`src/hdl/core_pkg.sv`:
```
`default_nettype none

package core_pkg;

    localparam int INST_W      = 32;
    localparam int WORD_W      = 32;
    localparam int VREG_ADDR_W = 6;
    localparam int OPCODE_W    = 7;
    localparam int FUNC3_W     = 3;
    localparam int FUNC7_W     = 7;
    localparam int NUM_VREGS   = 2 ** VREG_ADDR_W;  // Integer bank then float bank

    typedef logic [INST_W-1:0]      inst_t;
    typedef logic [WORD_W-1:0]      word_t;
    typedef logic [VREG_ADDR_W-1:0] vreg_addr_t;    // Bit 5 picks the float bank
    typedef logic [OPCODE_W-1:0]    opcode_t;
    typedef logic [FUNC3_W-1:0]     func3_t;
    typedef logic [FUNC7_W-1:0]     func7_t;

    localparam opcode_t OP_ALU    = 7'b0110011;
    localparam opcode_t OP_ALUI   = 7'b0010011;
    localparam opcode_t OP_FPU    = 7'b1010011;
    localparam opcode_t OP_MEML   = 7'b0000011;
    localparam opcode_t OP_MEMS   = 7'b0100011;
    localparam opcode_t OP_FMEML  = 7'b0000111;
    localparam opcode_t OP_FMEMS  = 7'b0100111;
    localparam opcode_t OP_JAL    = 7'b1101111;
    localparam opcode_t OP_JALR   = 7'b1100111;
    localparam opcode_t OP_BRANCH = 7'b1100011;
    localparam opcode_t OP_LUI    = 7'b0110111;
    localparam opcode_t OP_AUIPC  = 7'b0010111;
    localparam opcode_t OP_INPUT  = 7'b0001011;  // Custom-0
    localparam opcode_t OP_OUTPUT = 7'b0101011;  // Custom-1

    typedef enum logic [2:0] {
        EXEC_ALU    = 3'd0,
        EXEC_FPU    = 3'd1,
        EXEC_MEM    = 3'd2,
        EXEC_JUMP   = 3'd3,
        EXEC_BRANCH = 3'd4,
        EXEC_SUBST  = 3'd5,
        EXEC_IO     = 3'd6,
        EXEC_NONE   = 3'd7
    } exec_type_e;

    typedef struct packed {
        exec_type_e exec_type;
        logic       alu_imm;
        logic       alu_ext;   // Register ALU op with func7[0] set
        logic       is_float;
    } exec_info_t;

    // Raw class flags from the decoder, before priority resolution
    typedef struct packed {
        logic alu;
        logic fpu;
        logic mem;
        logic jump;
        logic branch;
        logic subst;
        logic io;
        logic alu_imm;
        logic alu_ext;
        logic is_float;
    } class_flags_t;

    typedef struct packed {
        exec_info_t info;
        vreg_addr_t va_rs1;
        vreg_addr_t va_rs2;
        vreg_addr_t va_rd;
        word_t      imm;
        opcode_t    opcode;
        func3_t     func3;
        func7_t     func7;
        word_t      rs1_data;
        word_t      rs2_data;
    } decoded_t;

endpackage

`default_nettype wire

```
`src/hdl/pack_exec_type.sv`:
```
`default_nettype none

module pack_exec_type (
    input  wire core_pkg::class_flags_t class_flags,
    output core_pkg::exec_info_t        info
);

    import core_pkg::*;

    exec_type_e exec_type;

    // First raised flag wins, io ahead of everything else
    always_comb begin
        if (class_flags.io) begin
            exec_type = EXEC_IO;
        end else if (class_flags.fpu) begin
            exec_type = EXEC_FPU;
        end else if (class_flags.mem) begin
            exec_type = EXEC_MEM;
        end else if (class_flags.jump) begin
            exec_type = EXEC_JUMP;
        end else if (class_flags.branch) begin
            exec_type = EXEC_BRANCH;
        end else if (class_flags.subst) begin
            exec_type = EXEC_SUBST;
        end else if (class_flags.alu) begin
            exec_type = EXEC_ALU;
        end else begin
            exec_type = EXEC_NONE;  // Unknown opcode
        end
    end

    always_comb begin
        info.exec_type = exec_type;
        info.alu_imm   = class_flags.alu_imm;
        info.alu_ext   = class_flags.alu_ext;
        info.is_float  = class_flags.is_float;
    end

endmodule

`default_nettype wire

```
`config.mk`:
```
export PLATFORM = sky130hd
export DESIGN_NAME = pack_exec_type
export DESIGN_NICKNAME = d
export VERILOG_FILES = /design/src/hdl/core_pkg.sv /design/src/hdl/pack_exec_type.sv
export SDC_FILE = /design/constraint.sdc
export NUM_CORES = 1
export LEC_CHECK = 0
export BUFFER_PORTS_ARGS = -buffer_cell sky130_fd_sc_hd__buf_2
export CAP_MARGIN = 15
export CORE_AREA = 3 3 40 42
export DETAILED_ROUTE_END_ITERATION = 6
export DIE_AREA = 0 0 43 45
export GPL_ROUTABILITY_DRIVEN = 1
export RECOVER_POWER = 100
export SLEW_MARGIN = 20
export SYNTH_ARGS = -nofsm -noshare
export SYNTH_HDL_FRONTEND = slang
export SYNTH_SLANG_ARGS = --single-unit
```
`constraint.sdc`:
```
create_clock -name vclk -period 2.5
set_clock_uncertainty 0.2 [all_clocks]
set_input_delay 0.375 -clock vclk [all_inputs]
set_output_delay 0.375 -clock vclk [all_outputs]
set_load 0.01 [all_outputs]
```
After elaboration in Yosys (flattened, before gate mapping):

Index checks and enable logic that the tools add are counted.

* multiplexer cells: 7

Operators by type and width (count)
* two-way mux 3 bit: 7

* flip-flop bits (word level): 0
* logic and storage cells: 7

Depth between registers and ports, before layout:

* depth in word-level cells: 7
* gate-level depth with buffers: 3

Least setup slack after synthesis:

Ideal clock, no wire load.

* kind: input -> output
* start: in class_flags[5] (netlist bit)
* end: out info[5] (netlist bit)
* data arrival time: 901 ps
* data required time: 1925 ps
* slack: 1024 ps
* stages on the path: 3
* buffers on the path: 0
* cell sequence: nor2_1 a2111oi_0 or2_1

RTL lines
* start: declaration: RTL line pack_exec_type.sv:4 `input wire core_pkg::class_flags_t class_flags,`
* end: declaration: RTL line pack_exec_type.sv:5 `output core_pkg::exec_info_t info`

==> impl_metrics.toml <==
[timing]
hold_slack_ps = 550
fmaxAchievable_mhz = 557
hold_viol_final = 0
setup-tns-final_ps = 0
setup_viol = 0
slew_headroom = 0.749
rsz0062_at_grt = "no"
tightest_slew_ps = 367
timing.final.max_slew_violations = 0
fin_crit_ps = 1790
finalCritPeriodShare = 0.718

[floorplanning]
core_um2 = 1280
die-area_um2 = 1940
die_w_um = 43
die_h_um = 45
ioPinCount = 16
rows = 13
start_util = 0.0662

[place]
port_buffers = 10
gp_congestion = 0.736
detailedPlacementHpwl_um = 244
place_area_um2 = 131

[final_layout]
design_area_um2 = 128
regArea_um2 = 0
final_common_cell = "buf_2"
design.seq.count = 0
clkbuf_count = 0
fill_cells = 154
final_cell_mix = "7 x buf_2, 3 x clkbuf_1, 2 x nor3_1, 2 x inv_1, 2 x a21oi_1"
final_nets = 33
antenna_cells = 0
drive_gt1_frac = 0.333
area_growth_pct = 50.0

[global_routing]
grt_first_pass_wirelength_um = 420
grt-ovfl-total = 0
track_usage = 0.0265
grt_pass1_vias = 112
grt_max_degree = 5
antenna_found_initial = 0

[critical_path]
arrival_ps = 1220
startpoint_type = "input port"
end_kind = "output pin"
cp_max_fo = 3
worst_ep_required_time_ps = 1920
worstSetupPathType = "in -> out"

[drt]
drc_errors = 0
drt-initial-drc-count = 0
postRouteAntennaNets = 0
route.vias.total = 113
wl_um = 267
firstDrtPassIters = 1
wl_per_cell_um = 7.42
vias_per_cell = 3.14

[clock_network]
ctsResizeCount = 0
postCtsSetupBuffers = 0
cts_hold_buffers = 0

[synthesis]
synth_nets = 24
synth_cells = 14
synth_top_area_frac = 0.265
synth_area_um2 = 85.1
yosys_warnings = 0
avgSynthCellArea_um2 = 6.08
synthTopCellsByArea = "buf_4 26%, a21oi_1 12%, nor3_1 12%, a2111oi_0 10%, o31a_1 10%"
synth_area_leader_cell = "buf_4"
yosysSeqAreaShare = 0
ys_types = 9

[pwr]
totalPowerFinal_mw = 0.0185
p_per_area_nw_per_um2 = 145
p_leak_nw = 0.0576
ir_drop_v = 0.0000192

[job]
drv_cap = 0

[min_path]
holdCritPathClass = "in -> out"

[run_status]
outcome = "complete, no violations"
[report_power, final]
part	internal [mW]	leakage, nW	switching [mW]
Clock	0	0	0
Combinational	0.00875	0.0576	0.00971
Sequential	0	0	0
Total	0.00875	0.0576	0.00971
[synth_stat cells (all sizes together)]
cell type and n:
a2111oi 1, buf 3, o31a 1, or2 1, nor2 1, a21oi 2, nor3 2, o21bai 1
inv 2
[through the flow]
step | utilization | cells | worst slack [ps]
2_1_floorplan | - | 14 | 1020
3_3_place_gp | 0.102 | 36 | 723
3_5_place_dp | 0.102 | 36 | 738
4_1_cts | 0.102 | 36 | 721
5_1_grt | 0.0993 | 36 | 647
6_report | 0.0993 | 36 | 706
[layout make-up]
class / count / area [µm²] / share of cell area
Timing Repair Buffer: 10 / 46.3 / 0.363
Multi-Input combinational cell: 9 / 55.1 / 0.431
Inverter: 2 / 7.51 / 0.0588
Tap cell: 15 / 18.8 / 0.147
[routing by layer]
| metal | GRT usage | wire length [µm] |
|---|---|---|
| met5 | 0 | 0 |
| met4 | 0 | 0 |
| met3 | 0.0120 | 52 |
| met2 | 0.0419 | 85 |
| met1 | 0.0357 | 129 |
[logic make-up (layout without fill, tap and decap cells)]
kind of cell | Yosys count | in the layout | synth area share
AO/OA/AOI/OAI | 5 | 5 | 0.412
buffers and inverters | 5 | 12 | 0.353
AND/OR/NAND/NOR | 4 | 4 | 0.235
[final timing paths]
path,start,end,slack [ps],cells after the start
max,class_flags[5],info[5],710,5
min,class_flags[2],info[2],550,0
[critical path, stage by stage]
cell and delay (ps):
buf_2 100, nor2_1 40, a2111oi_0 400, or2_1 160
clkbuf_1 150
Note: power is estimated with default switching activity, not from simulation.
