[src/hdl/core_pkg.sv]
`default_nettype none

package core_pkg;

    localparam int INST_W      = 32;
    localparam int WORD_W      = 32;
    localparam int VREG_ADDR_W = 6;
    localparam int OPCODE_W    = 7;
    localparam int FUNC3_W     = 3;
    localparam int FUNC7_W     = 7;
    localparam int NUM_VREGS   = 2 ** VREG_ADDR_W;  // Integer bank then float bank

    typedef logic [INST_W-1:0]      inst_t;
    typedef logic [WORD_W-1:0]      word_t;
    typedef logic [VREG_ADDR_W-1:0] vreg_addr_t;    // Bit 5 picks the float bank
    typedef logic [OPCODE_W-1:0]    opcode_t;
    typedef logic [FUNC3_W-1:0]     func3_t;
    typedef logic [FUNC7_W-1:0]     func7_t;

    localparam opcode_t OP_ALU    = 7'b0110011;
    localparam opcode_t OP_ALUI   = 7'b0010011;
    localparam opcode_t OP_FPU    = 7'b1010011;
    localparam opcode_t OP_MEML   = 7'b0000011;
    localparam opcode_t OP_MEMS   = 7'b0100011;
    localparam opcode_t OP_FMEML  = 7'b0000111;
    localparam opcode_t OP_FMEMS  = 7'b0100111;
    localparam opcode_t OP_JAL    = 7'b1101111;
    localparam opcode_t OP_JALR   = 7'b1100111;
    localparam opcode_t OP_BRANCH = 7'b1100011;
    localparam opcode_t OP_LUI    = 7'b0110111;
    localparam opcode_t OP_AUIPC  = 7'b0010111;
    localparam opcode_t OP_INPUT  = 7'b0001011;  // Custom-0
    localparam opcode_t OP_OUTPUT = 7'b0101011;  // Custom-1

    typedef enum logic [2:0] {
        EXEC_ALU    = 3'd0,
        EXEC_FPU    = 3'd1,
        EXEC_MEM    = 3'd2,
        EXEC_JUMP   = 3'd3,
        EXEC_BRANCH = 3'd4,
        EXEC_SUBST  = 3'd5,
        EXEC_IO     = 3'd6,
        EXEC_NONE   = 3'd7
    } exec_type_e;

    typedef struct packed {
        exec_type_e exec_type;
        logic       alu_imm;
        logic       alu_ext;   // Register ALU op with func7[0] set
        logic       is_float;
    } exec_info_t;

    // Raw class flags from the decoder, before priority resolution
    typedef struct packed {
        logic alu;
        logic fpu;
        logic mem;
        logic jump;
        logic branch;
        logic subst;
        logic io;
        logic alu_imm;
        logic alu_ext;
        logic is_float;
    } class_flags_t;

    typedef struct packed {
        exec_info_t info;
        vreg_addr_t va_rs1;
        vreg_addr_t va_rs2;
        vreg_addr_t va_rd;
        word_t      imm;
        opcode_t    opcode;
        func3_t     func3;
        func7_t     func7;
        word_t      rs1_data;
        word_t      rs2_data;
    } decoded_t;

endpackage

`default_nettype wire

[src/hdl/operand_stage.sv]
`default_nettype none

module operand_stage (
    input  wire                     clk,
    input  wire                     reset,
    input  wire                     instr_valid,
    input  wire                     hold,
    input  wire core_pkg::decoded_t d,
    output core_pkg::decoded_t      out,
    output logic                    out_valid
);

    import core_pkg::*;

    logic advance;
    logic capture;

    assign advance = ~hold;                // Execute side is ready for the next item
    assign capture = advance & instr_valid;

    // Valid tracks the strobe whenever the stage is allowed to move
    always_ff @(posedge clk) begin
        if (reset) begin
            out_valid <= 1'b0;
        end else if (advance) begin
            out_valid <= instr_valid;
        end
    end

    // Payload only changes on a real capture, so a bubble keeps the old content
    always_ff @(posedge clk) begin
        if (reset) begin
            out <= '0;
        end else if (capture) begin
            out.info     <= d.info;
            out.va_rs1   <= d.va_rs1;
            out.va_rs2   <= d.va_rs2;
            out.va_rd    <= d.va_rd;
            out.imm      <= d.imm;
            out.opcode   <= d.opcode;
            out.func3    <= d.func3;
            out.func7    <= d.func7;
            out.rs1_data <= d.rs1_data;
            out.rs2_data <= d.rs2_data;
        end
    end

endmodule

`default_nettype wire

[config.mk]
export PLATFORM = sky130hd
export DESIGN_NAME = operand_stage
export DESIGN_NICKNAME = d
export VERILOG_FILES = /design/src/hdl/core_pkg.sv /design/src/hdl/operand_stage.sv
export SDC_FILE = /design/constraint.sdc
export NUM_CORES = 1
export LEC_CHECK = 0
export BUFFER_PORTS_ARGS = -buffer_cell sky130_fd_sc_hd__buf_2
export CORE_AREA = 2 2 119 121
export DETAILED_ROUTE_END_ITERATION = 6
export DIE_AREA = 0 0 121 123
export PLACE_DENSITY_LB_ADDON = 0.3
export SETUP_SLACK_MARGIN = 0.5
export SLEW_MARGIN = 20
export SYNTH_ARGS = -nofsm -noshare
export SYNTH_HDL_FRONTEND = slang
export SYNTH_SLANG_ARGS = --single-unit
[constraint.sdc]
create_clock -name clk -period 0.95 [get_ports clk]
set_input_delay 0 -clock clk [delete_from_list [all_inputs] [get_ports clk]]
set_output_delay 0 -clock clk [all_outputs]
set_load 0.02 [all_outputs]
# Word level (Yosys, flattened, before mapping)
# Index checks and enable logic that the tools add are counted.
# op_classes
bitwise_logic,2
# ops
cell,n
1-bit bitwise AND,1
1-bit NOT,1
# word_totals
input_bits,141
ff_bits,138
wordCells,16
out_inout_bits,138

# Longest topological paths before layout
# logic_depth
word_depth,2
depth_mapped,4
ltp_nobuf,2

# Worst setup path after synthesis
# No wires, ideal clock.
# synth_timing
path_kind,input-to-reg
from,input instr_valid
to,register out[100] (netlist bit)
setup_slack_ns,0.283
stages,4
required_time_ns,0.831
n_path_buf,2
setup_time_ns,0.119
arrival_time_ns,0.548
cell_sequence,nor2b_1 > buf_4 > buf_2 > o21ai_1
# synth_via
elab_chain_cells,1
# synth_rtl
item,line,rtl
start: declaration,operand_stage.sv:6,"input wire instr_valid,"
1-bit bitwise AND,operand_stage.sv:19,assign capture = advance & instr_valid;
end: declaration,operand_stage.sv:9,"output core_pkg::decoded_t out,"
# Every way passes these cells.
# A chain may end at the register's enable or synchronous reset.

# Worst setup path in the final report
# layout_timing
from,register out[133] (netlist bit)
to,output out[133] (netlist bit)
# No word-level cell between the ends.

==> flow_summary.json <==
{
  "status": "finished, violations left",
  "violations": "hold timing",
  "dp_hpwl_um": 11600,
  "root_buffer": "clkbuf_16",
  "tightest_slew_ns": 0.490,
  "nFillCells": 924,
  "path_delay_family": "flip-flops",
  "hold_slack_ns": -0.160,
  "ys_top_cells_by_area": "dfxtp_1 44%, nand4bb_1 25%, nand2b_1 14%, o21ai_1 11%, buf_2 4.6%",
  "drt_iter0_drc": 377,
  "drc": 0,
  "tns_ns": 0,
  "first_pass_iters": 4,
  "r2r-end": "out[106]",
  "clockPowerShare": 0.452,
  "reg2reg_slack_ns": 0.17,
  "power.density_mw_per_mm2": 1560,
  "synth_cells": 627,
  "place_area_mm2": 0.00820,
  "drive_gt1_frac": 0.571,
  "ys_seq_area_frac": 0.444,
  "p_seq_frac": 0.392,
  "cp-end-kind": "primary output",
  "path_class": "reg -> out",
  "syn_area_mm2": 0.00623,
  "grt_max_degree": 104,
  "period_needed_ns": 0.908,
  "layout_commonest_cell": "buf_6",
  "synth_cell_types": 10,
  "final_cell_mix": "150 x buf_6, 137 x nand4bb_1, 137 x buf_2",
  "core_region_area_mm2": 0.0136,
  "final_cell_area_mm2": 0.0100,
  "ys_ff_latch": 138,
  "routed_wl_um": 18700,
  "fin_nets": 1018,
  "p_int_mw": 11.8,
  "rr_worst_depth": 4,
  "p_sw_mw": 3.84,
  "fp.dieW_um": 121,
  "grt_pass1_vias": 5679,
  "routedWlPerCell_um": 17.5,
  "critical-path-max-stage-delay_ns": 0.37,
  "place.gp.congestion": 0.799,
  "r2r_start": "out[106]",
  "hold_viol_final": 138,
  "swShare": 0.246,
  "clkLatencyLatePin_ns": 0.42,
  "path_buf_inv": 1,
  "rows": 43,
  "finClkSkew_ns": 0,
  "leakage_nw": 3.96,
  "min_to": "out[71]",
  "initial_utilization": 0.458,
  "final_antenna_net_count": 0,
  "grt_pass1_wl_um": 28300,
  "clock-sinks": 138,
  "synth_nets": 768,
  "fmax_mhz": 1100,
  "rsz0062_at_grt": "yes",
  "track_usage": 0.239,
  "cp.required_ns": 0.95,
  "synthDominantCellAreaShare": 0.444,
  "cap_violations": 0,
  "cpMaxStageDelayCell": "dfxtp_4",
  "setup_viol": 0,
  "port_buffers": 278,
  "slew_violations": 0,
  "slew_headroom": 0.673,
  "grt-ovfl-total": 0,
  "post-route-period-util": 0.956,
  "htreeDepth": 4,
  "antenna_found_initial": 1,
  "yosysTopAreaCell": "dfxtp_1",
  "path_clk_slew_ns": 0.06,
  "die_h_um": 123,
  "combPwrFrac": 0.157,
  "yosys_warnings": 0,
  "dieArea_mm2": 0.0149,
  "hold_start": "d[71]",
  "num_vias": 5792,
  "worstHoldPathCells": 3,
  "dp.cells": 1025,
  "synth_area_per_cell_um2": 9.93,
  "cp_max_fo": 2,
  "arrival_ns": 0.91,
  "startpoint_type": "register",
  "cts_tree": "done",
  "path_cells": "buf_6",
  "io_pins": 279,
  "ir_drop_v": 0.00119,
  "hold_class": "in -> reg",
  "area_growth_pct": 61.0,
  "layout.cells.non_filler": 1071,
  "cts_max_path_buffers": 2,
  "viasPerCell": 5.41,
  "numCtsBuffers": 17
}
==> cell type report <==
cell class,count,area [um2],share of cell area
clock inverters,15,205,0.0205
well taps,180,225,0.0225
repair buffers,306,2590,0.259
diodes,1,2.50,0.000250
clock buffers,17,425,0.0424
flip-flops and latches,138,3280,0.327
multi-input cells,414,3300,0.329
==> repair_timing <==
action | 4_1_cts | 5_1_grt
buffers inserted | 6 | 7
gates cloned | 0 | 0
resized for setup | 282 | 39
endpoints found under the hold margin | 138 | 138
endpoints found under the setup margin | 276 | 276
pin swaps | 40 | 16
==> how the worst max path moves through the flow <==
stage	depth (start not counted)	start	to	slack, ns
floorplan	2	out_valid	out_valid	0.33
global placement	4	instr_valid	out[100]	0.08
detailed placement	4	instr_valid	out[108]	0.05
CTS	1	out[71]	out[71]	0.03
global route	1	out[74]	out[74]	0.02
finish	1	out[133]	out[133]	0.04
==> flip-flops by register name, indices dropped and copies added (netlist names) <==
name       count
out_valid      1
out          137
==> metrics by stage <==
step | total power [mW] | setup WS (ns) | util
6_report | 15.6 | 0.0420 | 0.737
2_1_floorplan | 7.48 | 0.326 | -
3_5_place_dp | 8.16 | 0.0493 | 0.602
3_3_place_gp | 8.09 | 0.0756 | 0.602
5_1_grt | 16.2 | 0.0198 | 0.737
4_1_cts | 15.6 | 0.0317 | 0.717
==> cell usage after synthesis, drive strengths merged <==
library cell / n
dfxtp: 138
nand2b: 137
nand4bb: 137
o21ai: 137
buf: 59
clkbuf: 16
mux2i: 1
nor2: 1
nor2b: 1
==> worst register-to-register path, cell delays in order (launching register included) <==
cell      delay [ns]
dfxtp_4         0.35
buf_6           0.11
buf_6           0.10
nand2b_4        0.05
o21ai_1         0.05
==> cell families (layout without fill, tap and decap cells) <==
| group | Yosys count | in the layout | share of synthesized area |
|---|---|---|---|
| AOI/OAI and AO/OA | 137 | 137 | 0.110 |
| buffers and inverters | 75 | 338 | 0.0579 |
| DFF | 138 | 138 | 0.444 |
| muxes | 1 | 1 | 0.00161 |
| other | 0 | 1 | 0 |
| and+or+nand+nor | 276 | 276 | 0.387 |
==> power groups by stage <==
stage | logic [mW] | registers, mW | clock network [mW]
after floorplan | 0.963 | 6.52 | 0
after global placement | 1.95 | 6.14 | 0
after detailed placement | 2.00 | 6.16 | 0
after CTS | 2.35 | 6.11 | 7.16
after global routing | 2.61 | 6.16 | 7.45
final | 2.45 | 6.13 | 7.07
==> per-layer routing <==
| layer | track usage | wire, um | vias to the layer above |
|---|---|---|---|
| met5 | 0 | 0 | - |
| met1 | 0.270 | 7040 | 2784 |
| met4 | 0.109 | 607 | 0 |
| met2 | 0.412 | 9690 | 213 |
| li1 | - | - | 2755 |
| met3 | 0.0784 | 1350 | 40 |
No activity file was read; power rests on OpenSTA's default activity.
