===== src/hdl/core_pkg.sv =====
`default_nettype none

package core_pkg;

    localparam int INST_W      = 32;
    localparam int WORD_W      = 32;
    localparam int VREG_ADDR_W = 6;
    localparam int OPCODE_W    = 7;
    localparam int FUNC3_W     = 3;
    localparam int FUNC7_W     = 7;
    localparam int NUM_VREGS   = 2 ** VREG_ADDR_W;  // Integer bank then float bank

    typedef logic [INST_W-1:0]      inst_t;
    typedef logic [WORD_W-1:0]      word_t;
    typedef logic [VREG_ADDR_W-1:0] vreg_addr_t;    // Bit 5 picks the float bank
    typedef logic [OPCODE_W-1:0]    opcode_t;
    typedef logic [FUNC3_W-1:0]     func3_t;
    typedef logic [FUNC7_W-1:0]     func7_t;

    localparam opcode_t OP_ALU    = 7'b0110011;
    localparam opcode_t OP_ALUI   = 7'b0010011;
    localparam opcode_t OP_FPU    = 7'b1010011;
    localparam opcode_t OP_MEML   = 7'b0000011;
    localparam opcode_t OP_MEMS   = 7'b0100011;
    localparam opcode_t OP_FMEML  = 7'b0000111;
    localparam opcode_t OP_FMEMS  = 7'b0100111;
    localparam opcode_t OP_JAL    = 7'b1101111;
    localparam opcode_t OP_JALR   = 7'b1100111;
    localparam opcode_t OP_BRANCH = 7'b1100011;
    localparam opcode_t OP_LUI    = 7'b0110111;
    localparam opcode_t OP_AUIPC  = 7'b0010111;
    localparam opcode_t OP_INPUT  = 7'b0001011;  // Custom-0
    localparam opcode_t OP_OUTPUT = 7'b0101011;  // Custom-1

    typedef enum logic [2:0] {
        EXEC_ALU    = 3'd0,
        EXEC_FPU    = 3'd1,
        EXEC_MEM    = 3'd2,
        EXEC_JUMP   = 3'd3,
        EXEC_BRANCH = 3'd4,
        EXEC_SUBST  = 3'd5,
        EXEC_IO     = 3'd6,
        EXEC_NONE   = 3'd7
    } exec_type_e;

    typedef struct packed {
        exec_type_e exec_type;
        logic       alu_imm;
        logic       alu_ext;   // Register ALU op with func7[0] set
        logic       is_float;
    } exec_info_t;

    // Raw class flags from the decoder, before priority resolution
    typedef struct packed {
        logic alu;
        logic fpu;
        logic mem;
        logic jump;
        logic branch;
        logic subst;
        logic io;
        logic alu_imm;
        logic alu_ext;
        logic is_float;
    } class_flags_t;

    typedef struct packed {
        exec_info_t info;
        vreg_addr_t va_rs1;
        vreg_addr_t va_rs2;
        vreg_addr_t va_rd;
        word_t      imm;
        opcode_t    opcode;
        func3_t     func3;
        func7_t     func7;
        word_t      rs1_data;
        word_t      rs2_data;
    } decoded_t;

endpackage

`default_nettype wire


===== src/hdl/decode.sv =====
`default_nettype none

module decode (
    input  wire core_pkg::inst_t       instr,
    input  wire core_pkg::word_t       pc,
    output core_pkg::vreg_addr_t       va_rs1,
    output core_pkg::vreg_addr_t       va_rs2,
    output core_pkg::vreg_addr_t       va_rd,
    output core_pkg::word_t            imm,
    output core_pkg::opcode_t          opcode,
    output core_pkg::func3_t           func3,
    output core_pkg::func7_t           func7,
    output core_pkg::class_flags_t     class_flags
);

    import core_pkg::*;

    logic  is_alu;
    logic  is_fpu;
    logic  is_mem;
    logic  is_jump;
    logic  is_branch;
    logic  is_subst;
    logic  is_io;
    logic  is_float;
    logic  rs1_float;
    logic  rs2_float;
    logic  rd_float;
    logic  no_use_rd;
    logic  no_use_rs1;
    logic  no_use_rs2;
    word_t imm_i;
    word_t imm_s;
    word_t imm_b;
    word_t imm_j;
    word_t imm_u;

    assign opcode = instr[6:0];
    assign func3  = instr[14:12];
    assign func7  = instr[31:25];

    assign is_alu    = (opcode == OP_ALU) | (opcode == OP_ALUI);
    assign is_fpu    = (opcode == OP_FPU);
    assign is_mem    = (opcode == OP_MEML) | (opcode == OP_MEMS)
                     | (opcode == OP_FMEML) | (opcode == OP_FMEMS);
    assign is_jump   = (opcode == OP_JAL) | (opcode == OP_JALR);
    assign is_branch = (opcode == OP_BRANCH);
    assign is_subst  = (opcode == OP_LUI) | (opcode == OP_AUIPC);
    assign is_io     = (opcode == OP_INPUT) | (opcode == OP_OUTPUT);
    assign is_float  = is_fpu
                     | (opcode == OP_FMEML) | (opcode == OP_FMEMS)
                     | (is_io & func7[5]);  // Float I/O variant

    // Conversions and moves cross banks, selected by func7[6] and func7[4:3]
    assign rs1_float = is_float & ~is_mem
                     & (~func7[6] | (func7[3] ^ func7[4]) | is_io);
    assign rs2_float = is_float;
    assign rd_float  = is_float
                     & (is_mem | ~func7[6] | ~(func7[3] ^ func7[4]) | is_io);

    assign no_use_rd  = (opcode == OP_MEMS) | (opcode == OP_FMEMS)
                      | (opcode == OP_OUTPUT) | (opcode == OP_BRANCH);
    assign no_use_rs1 = (opcode == OP_LUI) | (opcode == OP_JAL)
                      | (opcode == OP_AUIPC) | (opcode == OP_INPUT);
    assign no_use_rs2 = ~((opcode == OP_ALU) | (opcode == OP_BRANCH)
                      | (opcode == OP_MEMS) | (opcode == OP_FMEMS)
                      | (is_fpu & ~func7[5]));  // Single-source FPU ops have bit 5 set

    assign va_rd  = no_use_rd  ? '0 : {rd_float,  instr[11:7]};
    assign va_rs1 = no_use_rs1 ? '0 : {rs1_float, instr[19:15]};
    assign va_rs2 = no_use_rs2 ? '0 : {rs2_float, instr[24:20]};

    assign imm_i = {{20{instr[31]}}, instr[31:20]};
    assign imm_s = {{20{instr[31]}}, instr[31:25], instr[11:7]};
    assign imm_b = {{19{instr[31]}}, instr[31], instr[7], instr[30:25], instr[11:8], 1'b0};
    assign imm_j = {{11{instr[31]}}, instr[31], instr[19:12], instr[20], instr[30:21], 1'b0};
    assign imm_u = {instr[31:12], 12'b0};

    always_comb begin
        case (opcode)
            OP_MEMS,
            OP_FMEMS:  imm = imm_s;
            OP_BRANCH: imm = imm_b + pc;  // Branch target resolved here
            OP_JAL:    imm = imm_j + pc;
            OP_LUI:    imm = imm_u;
            OP_AUIPC:  imm = imm_u + pc;
            default:   imm = imm_i;
        endcase
    end

    always_comb begin
        class_flags          = '0;
        class_flags.alu      = is_alu;
        class_flags.fpu      = is_fpu;
        class_flags.mem      = is_mem;
        class_flags.jump     = is_jump;
        class_flags.branch   = is_branch;
        class_flags.subst    = is_subst;
        class_flags.io       = is_io;
        class_flags.alu_imm  = (opcode == OP_ALUI);
        class_flags.alu_ext  = (opcode == OP_ALU) & func7[0];
        class_flags.is_float = is_float;
    end

endmodule

`default_nettype wire


===== config.mk =====
export PLATFORM = sky130hd
export DESIGN_NAME = decode
export DESIGN_NICKNAME = d
export VERILOG_FILES = /design/src/hdl/core_pkg.sv /design/src/hdl/decode.sv
export SDC_FILE = /design/constraint.sdc
export NUM_CORES = 1
export LEC_CHECK = 0
export BUFFER_PORTS_ARGS = -buffer_cell sky130_fd_sc_hd__buf_2
export CAP_MARGIN = 20
export CORE_MARGIN = 3
export CORE_UTILIZATION = 35
export DETAILED_ROUTE_END_ITERATION = 8
export GPL_TIMING_DRIVEN = 0
export SETUP_SLACK_MARGIN = 0.4
export SYNTH_ARGS = -nofsm -noshare
export SYNTH_HDL_FRONTEND = slang
export SYNTH_SLANG_ARGS = --single-unit
export TNS_END_PERCENT = 1

===== constraint.sdc =====
create_clock -name vclk -period 7.43
set_input_delay 1.8575 -clock vclk [all_inputs]
set_output_delay 1.8575 -clock vclk [all_outputs]
set_load 0.005 [all_outputs]

== Word level (Yosys, flattened, before mapping) ==
Index checks and enable logic that the tools add are counted.

* Register bits after elaboration: 0
* Input port bits: 64
* Output and inout port bits: 77

* Add/subtract/negate cells: 3
* Equal/unequal tests: 14
* Mux-type cells: 4
* Bitwise gates (word level): 36
* Reduce and logical (&&, ||, !) cells: 1

{| class="wikitable"
|+ Operators by type and width
! kind !! count
|-
| $pmux W32 S5 || 1
|-
| $add A32 B32 Y32 || 3
|-
| $eq A7 B6 Y1 const B || 5
|-
| $eq A7 B7 Y1 const B || 4
|-
| $or A1 B1 Y1 || 25
|-
| $mux W6 || 3
|-
| $eq A7 B5 Y1 const B || 2
|-
| $eq A7 B2 Y1 const B || 1
|-
| $eq A7 B3 Y1 const B || 1
|-
| $eq A7 B4 Y1 const B || 1
|-
| $and A1 B1 Y1 || 6
|-
| $not A1 Y1 || 4
|-
| $reduce_or A2 Y1 || 1
|-
| $xor A1 B1 Y1 || 1
|}

== Depth between registers and ports, before layout ==
Gate-level depths: netlist of run 1.

* Depth in word-level cells: 9
* Depth in mapped cells: 19
* Depth with buffers taken out: 15

== Worst setup path before layout of run 1 ==
No wires, ideal clock.

* Path kind: input to output
* From: input port instr[4]
* To: output port imm[31]
* Arrival time: 5,049 ps
* Required time: 5,572 ps
* Slack: 524 ps
* Stages on the path: 16
* Cell sequence: clkbuf_1 -> nand3b_1 -> nor2_1 -> and2_1 -> clkbuf_1 -> mux2_2 -> ha_1 -> fa_1 -> nand3_1 -> a31oi_1 -> o21ai_1 -> a211oi_1 -> a21o_1 -> a21o_1 -> a311o_1 -> a22o_1

* Cells in the longest elaborated chain, start to end: 3

{| class="wikitable"
|+ RTL lines
! item !! line !! text
|-
| from (decl) || decode.sv:4 || <nowiki>input wire core_pkg::inst_t instr,</nowiki>
|-
| $eq A7 B6 Y1 || decode.sv:80 || <nowiki>case (opcode)</nowiki>
|-
| $reduce_or A2 Y1 || decode.sv:80 ||
|-
| $pmux W32 S5 * || decode.sv:80 ||
|-
| to (decl) || decode.sv:9 || <nowiki>output core_pkg::word_t imm,</nowiki>
|}

Mark *: on every way between the ends. The rest lies on a longest branch, timed or not.

== Final worst setup path of run 1 ==
* From: input port instr[1]
* To: output port imm[31]

Same word-level chain as after synthesis.

==> results.txt, run 1 <==
* Cell area after technology mapping: around 3800 sq um
- The critical path is of the primary input to output pin type.
- The most critical setup path has its endpoint at imm[31].
* Worst Min Path Start: instr[2]
* Share of cells above drive strength 1: between 30% and 40%
- Post-layout worst setup margin: just under 0.5 ns
- Number of nets in the synthesized netlist: approximately 660
- Critical-path cell list: buf_6, and2_4, buf_8, nand2_4, nor2_2, and2_4, buf_8, mux2_4, ha_4, fa_2, nand3_4, a31oi_4, o21ai_2, a211oi_2, a21o_1, a21o_4, a311o_1, a22o_1, buf_2
* Multiplexer share of the synthesized area: between 3 and 4%
* DRC violations left: 0
* Die Width: 109.8 um
* Family of cells with the greatest summed delay on the critical path: compound AO/OA/AOI/OAI gates
- Violation count after the first detailed-routing iteration: around 340
- Kind of path behind the tightest hold check: primary input to output pin
* Max-cap violation count: 0
- Data on the critical path arrives at its endpoint at 5.08 ns.
* Placement Setup Slack: -0.4204 ns
* Combinational family with the most area after synthesis: compound AO/OA/AOI/OAI gates
* Simple-gate share of the synthesized area: between 20% and 30%
* Via count of the first global-routing pass: around 4,600
- Leading area contributor after synthesis: ha_1
- Setup repair after global routing missed its margin: no
- Summing all placed instances gives a cell area of approximately 4600 sq um.
* Number of antenna violations at the first check in global routing: 3
- Wire length of the first global-routing pass: about 23 mm
- STA puts the critical path data required time at roughly 5.6 ns.
- Portion of synthesized cell area occupied by the leading cell type: between 10% and 20%
- Pin count of the biggest net entering global routing: 21
* Most used standard cell by instance count after synthesis: ha_1
* Max_slew headroom: between 40 and 50%
- Port bufs: ~140
- Total count of max-transition violations in the final report: 0
* Count of cell types in the netlist: 67
- Once detail routing completed, the nets flagged for antenna violations numbered 0.
- Aggregate routed wire length: between 15 and 20 mm
* Most frequent cells after synthesis: ha_1 (52), a21oi_1 (46), nand2_1 (43)
* Run status: finished clean
- After synthesis, the cell types taking the most area are ha_1 (17%), a21o_1 (6.6%), a21oi_1 (6.1%), buf_4 (5.2%), o21ai_0 (4.5%).
* Compound-cell area share of the yosys netlist: 38.42%
- Slowest Stage Delay on Critical Path: 0.37 ns
- From synthesis to final layout, the design area changed by 34.67%.
- Fill cells in the final layout number approximately 1,100.
- Post-route design area: roughly 5000 sq um
- # rows: 37
* Detailed placer's ending HPWL: ~12 mm
- Summing the areas of all fa, ha and maj instances in the mapped netlist gives between 10% and 20% of the synthesized area.
- After technology mapping, the gate count stands at between 500 and 600.
- For this run, the share of the core covered by cells in the final layout is approximately half.
- Height of the die: approximately 110 um
* Final Wtd Congestion: about 0.93
- In the finished design, the share of the clock period the worst path needs comes to 93.33%.
* Fin nets: a little over 800
- For this run, the number of Yosys warnings is 0.
* Startpoint type of the worst setup path: primary input
* Largest fanout of any net on the critical path: 6
- Sequential cells were found to cover 0% of the synthesized design area.
- Min Tclk post-route: a little under 7 ns
- For the pin with the worst max-slew slack, the measured transition is around 0.8 ns.
- In this run the standard cell core region covers approximately 10,000 sq um.
- CP startpoint: instr[1]
- Buffers plus inverters on the worst setup path: 4
* Storage element area: 0 sq um
- Number of sequential cells in the layout: 0
* Number of clock-tree buffers in the layout: 0
- In this run the number of cells on the critical path is 19.
- CP endpoint kind: output pin
* Number of hold buffers added after CTS: 0
- DRT Pass-1 Iters: 5
- For this run the aggregate overflow at the end of global routing stands at 0.
* Count of boundary I/O pins: ~140
- XOR/XNOR share of the synthesized area: 8.361%
- After synthesis, the mean cell area works out to 7.010 sq um.
* Crit path max-delay cell type: fa_2
- The floorplan step defined a die boundary enclosing 12,060 sq um.
* Number of hold violations in the final report: 0
- The routed layout has approximately 5,000 vias.
* Starting Density: between 30% and 40%
- Final routed wire length divided by cell count: 18.49 um
- In the global route stage, overall resource usage came out at approximately 24%.
- Maximum achievable frequency: between 100 and 150 MHz
- Setup violators final: 0
* Per-cell via count in the routed design: roughly 5.9
worst min path at each step:
| stage | to | slack, ns | cells past startpoint |
|---|---|---|---|
| floorplan | class_flags[2] | 3.75 | 1 |
| global placement | opcode[4] | 3.88 | 2 |
| detailed placement | opcode[2] | 3.88 | 2 |
| CTS | opcode[2] | 3.88 | 2 |
| global route | opcode[2] | 3.90 | 2 |
| finish | opcode[2] | 3.88 | 2 |
layout make-up:
type | count | area [sq um] | share of cell area, %
Antenna cell | 1 | 2.502 | 0.04927
Buffer | 48 | 327.8 | 6.455
Inverter | 9 | 33.78 | 0.6652
Multi-Input combinational cell | 481 | 3686 | 72.58
Tap cell | 136 | 170.2 | 3.351
Timing Repair Buffer | 157 | 858.3 | 16.90
layer usage:
metal	routed length, um	GRT usage, %	part of all wire, %
met1	6587	31.27	43
met2	6937	41.85	45
met5	13	0	0.085
met4	395	7.302	2.6
met3	1447	3.230	9.4
repair_timing:
action | 4_1_cts | 5_1_grt
endpoints found under the setup margin | 24 | 22
pin swaps | 13 | 21
setup buffers | 10 | 8
gates resized for setup | 33 | 34
cell usage in the layout (no fill, tap or decap), types with 4 or more instances in the layout:
cell type / count
and2_1: 9
nor2_1: 28
a211o_1: 4
buf_2: 140
a211oi_2: 5
o211ai_1: 6
ha_4: 5
inv_1: 9
xnor2_1: 18
a21o_1: 32
a222oi_1: 5
o21ai_0: 30
a21oi_2: 5
mux2_2: 4
nand3_1: 20
ha_1: 46
and3_1: 16
o21ai_1: 14
nor2b_1: 9
xor2_1: 18
nand4_1: 4
a31oi_1: 5
clkbuf_1: 12
nor3_1: 9
buf_4: 43
o21a_1: 4
a221oi_1: 13
nand2_1: 41
nand2b_1: 9
a21oi_1: 42
mux2i_1: 4
cell families (layout without fill, tap and decap cells):
group / after synthesis / count (layout)
buffers and inverters: 57 / 214
AO/OA/AOI/OAI: 209 / 209
XOR/XNOR: 36 / 36
adder cells (fa/ha/maj): 54 / 54
multiplexers: 11 / 11
AND/OR/NAND/NOR: 171 / 171
other: 0 / 1
metrics by stage:
step,TNS [ns],hold WS [ns],cells
after global placement,-3.679,3.884,812
after detailed placement,-3.544,3.882,813
after floorplan,0,3.745,538
after global routing,0,3.897,831
after CTS,0,3.882,823
final,0,3.881,832
==> inputs of run 2 (changes only) <==
- REMOVE_ABC_BUFFERS: not set -> 1
==> run 2 against run 1 <==
Compared with the run above: utilization fell by 3.2 points; final cell count is 5.5% lower; sequential share of layout area stayed put; setup slack worse by 0.017 ns; maximum frequency is 0.25% lower; via count decreased by 8.0%; final area down 6.6%; global-route usage decreased by 3.4 points; critical path depth down 3; critical endpoint is now imm[30]; largest cell class unchanged.
==> results.txt, run 2 (synthesis gave the netlist of run 1 again) <==
- The ratio of cells with drive above 1 in the final layout was 32.05% (was 34.82%).
- Kind of path behind the tightest hold check: primary input to output pin (unchanged)
- Number of hold violations in the final report: 0 (unchanged)
- Number of antenna violations at the first check in global routing: 1 (was 3)
- Most frequent cells in the layout: buf_2 (141), ha_1 (47), a21oi_1 (43), nand2_1 (42), a21o_1 (33) (was buf_2 (140), ha_1 (46), buf_4 (43), a21oi_1 (42), nand2_1 (41))
- The iteration-0 DRC count of the detailed router is 268 (was 341).
- Non-filler cells, final: 786 (was 832)
- The worst-case IR drop observed on VDD is about 0.000034 V.
- Critical-path cell list: clkbuf_4, nand3b_1, nor2_4, and2_4, buf_4, mux2_2, ha_1, nand3_2, a211oi_2, o211a_1, o21ai_4, a21oi_2, o21ai_2, mux2_4, o21ai_2, buf_2 (was buf_6, and2_4, buf_8, nand2_4, nor2_2, and2_4, buf_8, mux2_4, ha_4, fa_2, nand3_4, a31oi_4, o21ai_2, a211oi_2, a21o_1, a21o_4, a311o_1, a22o_1, buf_2)
- The hold path depth came to 2 (unchanged).
- Run status: finished clean (unchanged)
- The slowest stage cell on the critical path was mux2_2 (was fa_2).
* Core occupancy in the finished layout: 45.55% (was 48.76%)
- The count of antenna-violating nets left after detailed routing came to 0 (unchanged).
* DRC violations left: 0 (unchanged)
- Starting Density: 36.20% (unchanged)
* Setup violators final: 0 (unchanged)
* Filler Cell Count: 1,083 (was 1,091)
* Port bufs: 141 (was 138)
* Startpoint type of the worst setup path: primary input (unchanged)
- The total global-route track usage is 20.93% (was 24.30%).
* Pin count of the biggest net entering global routing: 29 (was 21)
- The placeable core area came to 10,420 sq um (unchanged).
* Dpl cells: 769 (was 813)
- Max-cap violation count: 0 (unchanged)
* Slowest Stage Delay on Critical Path: 0.35 ns (was 0.37 ns)
- Final Wtd Congestion: 0.9612 (was 0.9347)
- The type of the worst setup path is primary input to output pin (unchanged).
- The count of clock buffers in the final design came to 0 (unchanged).
- Number of hold buffers added after CTS: 0 (unchanged)
- Storage element area: 0 sq um (unchanged)
- Maximum achievable frequency: 143.8 MHz (was 144.2 MHz)
- Power density over cell area: 71.97 nW/um^2
- The mean routed wirelength per cell came to 17.28 um (was 18.49 um).
- The via-per-instance ratio is 5.776 (was 5.933).
- Data required time of the critical path: 5.57 ns (about the same)
* Max_slew headroom: 31.11% (was 46.61%)
- The total number of sequential cells is 0 (unchanged).
* Setup tns final: 0 ns (unchanged)
* Area of the die: 12,060 sq um (unchanged)
- The global-route wire length before repair came to 20.57 mm (was 23.38 mm).
- Fin nets: 769 (was 815)
- The critical path arrival is 5.09 ns (was 5.08 ns).
- Via count of the first global-routing pass: 4,136 (was 4,629)
- Total count of max-transition violations in the final report: 0 (unchanged)
- Setup repair after global routing missed its margin: yes (was no)
- Final worst-path cycle share: 93.56% (was 93.33%)
* Leakage component of the power: 2.331 nW
- Die Width: 109.8 um (unchanged)
* Leading cell type in the layout, fill and taps excluded: buf_2 (unchanged)
- The minimum period implied by the final worst setup slack is 6.952 ns (was 6.935 ns).
- DRT Pass-1 Iters: 6 (was 5)
- The total overflow reported by the global router is 0 (unchanged).
- Count of boundary I/O pins: 141 (unchanged)
- The cell that appears most often on the critical path is o21ai_2.
* Largest fanout of any net on the critical path: 10 (was 6)
* CP endpoint kind: output pin (unchanged)
- Area delta synth->final: 25.81% (was 34.67%)
- Detailed placer's ending HPWL: 10.61 mm (was 12.05 mm)
- The total number of vias came to 4,540 (was 4,936).
* Final total power: around 0.00034 W
- The die height was 109.8 um (unchanged).
- The row count came to 37 (unchanged).
- The transition time of the tightest slew-check pin is 1.031 ns (was 0.8008 ns).
- The total wirelength of the detailed-routed design was 13.58 mm (was 15.38 mm).
- WHS: 3.915 ns (was 3.881 ns)
run 2: cell types whose count changed in the layout (fill, tap and decap cells not counted), moves of 2 or more:
cell	before	now
buf_8	3	1
buf_6	3	1
buf_4	43	13
o21ai_1	14	12
clkbuf_1	12	0
run 2: timing repair:
item                       4_1_cts  5_1_grt
cloned                           1        0
pin swaps                        4       21
resized for setup               13       32
buffers inserted                 7        7
setup endpoints to repair       22       17
run 2: layout make-up:
type	instances	area (sq um)	area share (%)
Antenna cell	1	2.502	0.05274
Timing Repair Buffer	158	857.1	18.06
Inverter	9	33.78	0.7120
Tap cell	136	170.2	3.586
Multi-Input combinational cell	482	3681	77.58
run 2: routing by layer:
metal / vias to the layer above / share of wire [%] / GRT usage [%]
met5: - / 0 / 0
met4: 0 / 2.5 / 5.966
met3: 17 / 6.1 / 1.292
met2: 158 / 47 / 34.84
met1: 2100 / 44 / 28.93
li1: 2265 / - / -
run 2: where the power goes:
group | switching (W) | leakage [nW] | internal (W)
Clock | 0 | 0.00000634 | 0.0000000000180
Combinational | 0.000190 | 2.33 | 0.000151
Sequential | 0 | 0 | 0
run 2: final timing paths:
check / endpoint / from / slack (ns)
max: imm[30] / instr[4] / 0.48
min: opcode[0] / instr[0] / 3.91
run 2: critical path, delay by kind of cell:
family,cells,cell delay (ns)
compound gates,6,1.12
fa+ha+maj,1,0.29
buf+inv,3,0.45
mux,2,0.67
simple gates,4,0.68
run 2: through the flow:
stage	area (sq um)	setup slack, ns
after floorplan	3487	0.5141
after CTS	4506	0.3439
final	4745	0.4781
after global routing	4745	0.3568
after global placement	4363	-0.2239
after detailed placement	4385	-0.2934
Power figures use the tool's default switching activity.
==> inputs of run 3 (changes only) <==
- CORE_MARGIN: 3 -> not set
- MAX_ROUTING_LAYER: not set -> met4
- PLACE_DENSITY_LB_ADDON: not set -> 0.2
==> run 3 against run 2 <==
Compared with the run above: global-route usage rose by 2.4 points; maximum frequency rose by 0.52%; utilization rose by 0.64 points; largest power group unchanged.
==> results.txt, run 3 (synthesis gave the netlist of run 1 again) <==
* Leakage component of the power: 2.348 nW (was 2.331 nW)
* Port bufs: 141 (unchanged)
* Count of boundary I/O pins: 141 (unchanged)
- Aggregate routed wire length: 13.61 mm (was 13.58 mm)
* CP startpoint: instr[4] (unchanged)
- The diode insertion count for antenna repair was 0 (was 1).
- Leading cell type in the layout, fill and taps excluded: buf_2 (unchanged)
- The HPWL after detailed placement is 10.40 mm (was 10.61 mm).
- The max capacitance violation total came to 0 (unchanged).
* Cell area after placement: 4414 sq um (was 4385 sq um)
* Share of cells above drive strength 1: 32.42% (was 32.05%)
- The die area was 11,190 sq um (was 12,060 sq um).
- The class of the tightest hold or removal check was primary input to output pin (unchanged).
- The ratio of total power to cell area was 71.90 nW/um^2 (was 71.97 nW/um^2).
- Max VDD drop: 0.00003536 V (was 0.00003351 V)
* Setup tns final: 0 ns (unchanged)
* Max_slew headroom: 33.24% (was 31.11%)
- Total congestion overflow: 0 (unchanged)
- The mean routed wirelength per cell is 17.22 um (was 17.28 um).
- Storage element area: 0 sq um (unchanged)
- The via-per-instance ratio is 5.841 (was 5.776).
- The startpoint of the tightest hold check path is instr[1] (was instr[0]).
- Class of the most critical setup path: primary input to output pin (unchanged)
- Setup repair after global routing missed its margin: yes (unchanged).
- The iteration-0 DRC count of the detailed router came to 240 (was 268).
* Wire length of the first global-routing pass: 20.85 mm (was 20.57 mm)
- The total number of vias was 4,614 (was 4,540).
- Crit path max-delay cell type: mux2_2 (unchanged)
- Fin nets: 774 (was 769)
- CP arrival: 5.06 ns (was 5.09 ns)
- The share of the clock period used by the worst path came to 93.08% (was 93.56%).
* DRT Pass-1 Iters: 5 (was 6)
- The number of fillers in the final layout was 1,090 (was 1,083).
* Worst-margin pin slew: 0.9990 ns (was 1.031 ns)
* GRT Total Usage: 23.31% (was 20.93%)
* Total count of max-transition violations in the final report: 0 (unchanged)
- Most frequent cells in the layout: buf_2 (140), ha_1 (46), a21oi_1 (42), nand2_1 (42), a21o_1 (33) (was buf_2 (141), ha_1 (47), a21oi_1 (43), nand2_1 (42), a21o_1 (33))
- Via count of the first global-routing pass: 4,269 (was 4,136)
- Post-route design area: 4790 sq um (was 4745 sq um)
- The die height came to 105.8 um (was 109.8 um).
* Run status: finished clean (unchanged)
* Setup violators final: 0 (unchanged)
- # rows: 37 (unchanged)
- The effective utilization at floorplan is 36.37% (was 36.20%).
* Startpoint type of the worst setup path: primary input (unchanged)
- The weighted congestion at the end of routability-driven global placement came to 0.9323 (was 0.9612).
* Number of sequential cells in the layout: 0 (unchanged)
* Die Width: 105.8 um (was 109.8 um)
- The largest net degree at the start of global routing is 29 (unchanged).
* CP endpoint kind: output pin (unchanged)
- Critical-path cell list: clkbuf_4, nand3b_1, nor2_2, and2_4, buf_12, mux2_2, ha_4, a21o_1, and2_1, o211a_1, o21ai_2, a21oi_2, o21ai_2, mux2_1, o21ai_1, buf_2 (was clkbuf_4, nand3b_1, nor2_4, and2_4, buf_4, mux2_2, ha_1, nand3_2, a211oi_2, o211a_1, o21ai_4, a21oi_2, o21ai_2, mux2_4, o21ai_2, buf_2).
* Number of hold buffers added after CTS: 0 (unchanged)
- Min Tclk post-route: 6.916 ns (was 6.952 ns)
- The placeable core area was 10,370 sq um (was 10,420 sq um).
- The number of hold violations in the final report is 0 (unchanged).
- Number of antenna violations at the first check in global routing: 0 (was 1)
- Largest fanout of any net on the critical path: 10 (unchanged)
- Slowest Stage Delay on Critical Path: 0.37 ns (was 0.35 ns)
- The area occupied by multi-input gates was 3666 sq um (was 3681 sq um).
- The count of antenna-violating nets left after detailed routing came to 0 (unchanged).
- The achievable clock frequency is 144.6 MHz (was 143.8 MHz).
- Data required time of the critical path: 5.57 ns (about the same)
* Cell occurring most often along the worst timing path: o21ai_2 (unchanged)
- The count of clock buffers in the final design is 0 (unchanged).
- The number of design rule violations left after detail routing is 0 (unchanged).
- The relative area change from synthesis to final layout was 27.01% (was 25.81%).
run 3: cell types whose count changed in the layout (fill, tap and decap cells not counted), sizes merged:
cell | previous run | this run
and2 | 13 | 12
buf | 157 | 162
clkdlybuf4s18 | 0 | 1
diode | 1 | 0
run 3: what timing repair did:
item                                    4_1_cts  5_1_grt
cloned                                        0        0
endpoints found under the setup margin       21       15
endpoints found under the hold margin         0        0
buffers inserted                             10       10
gates resized for setup                      10       29
pin swaps                                     4       11
run 3: final timing paths:
path,slack [ns],cells past startpoint,end
worst min-delay path,3.91,2,opcode[1]
worst max-delay path,0.51,16,imm[30]
run 3: critical path: cells and delay by family:
family | cells | cell delay, ns
adder cells (fa/ha/maj) | 1 | 0.18
AO/OA/AOI/OAI | 6 | 1.13
buffers and inverters | 3 | 0.41
multiplexers | 2 | 0.72
AND/OR/NAND/NOR | 4 | 0.75
run 3: routing by layer:
metal | GRT usage [%] | wire, um
met4 | 4.563 | 159
met1 | 30.31 | 6256
met2 | 39.64 | 6553
met5 | - | 0
met3 | 1.670 | 635
run 3: area by class of cell:
type / count / share of cell area, %
multi-input combinational: 481 / 76.54
inverter: 9 / 0.7053
tap: 136 / 3.553
timing repair buffer: 164 / 19.20
run 3: through the flow:
step | cells | total power [W] | hold slack [ns] | setup WS (ns) | utilization (%)
floorplan | 490 | 0.0002093 | 3.715 | 0.5141 | -
global placement | 767 | 0.0003051 | 3.908 | -0.2607 | 42.07
detailed placement | 770 | 0.0003090 | 3.909 | -0.3057 | 42.57
CTS | 780 | 0.0003155 | 3.915 | 0.3683 | 43.67
global route | 790 | 0.0003795 | 3.932 | 0.3482 | 46.19
finish | 790 | 0.0003444 | 3.914 | 0.5140 | 46.19
run 3: power breakdown:
part / switching (W) / leakage, nW / internal (W)
clock network: 0 / 0 / 0
logic: 0.000192 / 2.35 / 0.000153
registers: 0 / 0 / 0
total: 0.000192 / 2.35 / 0.000153
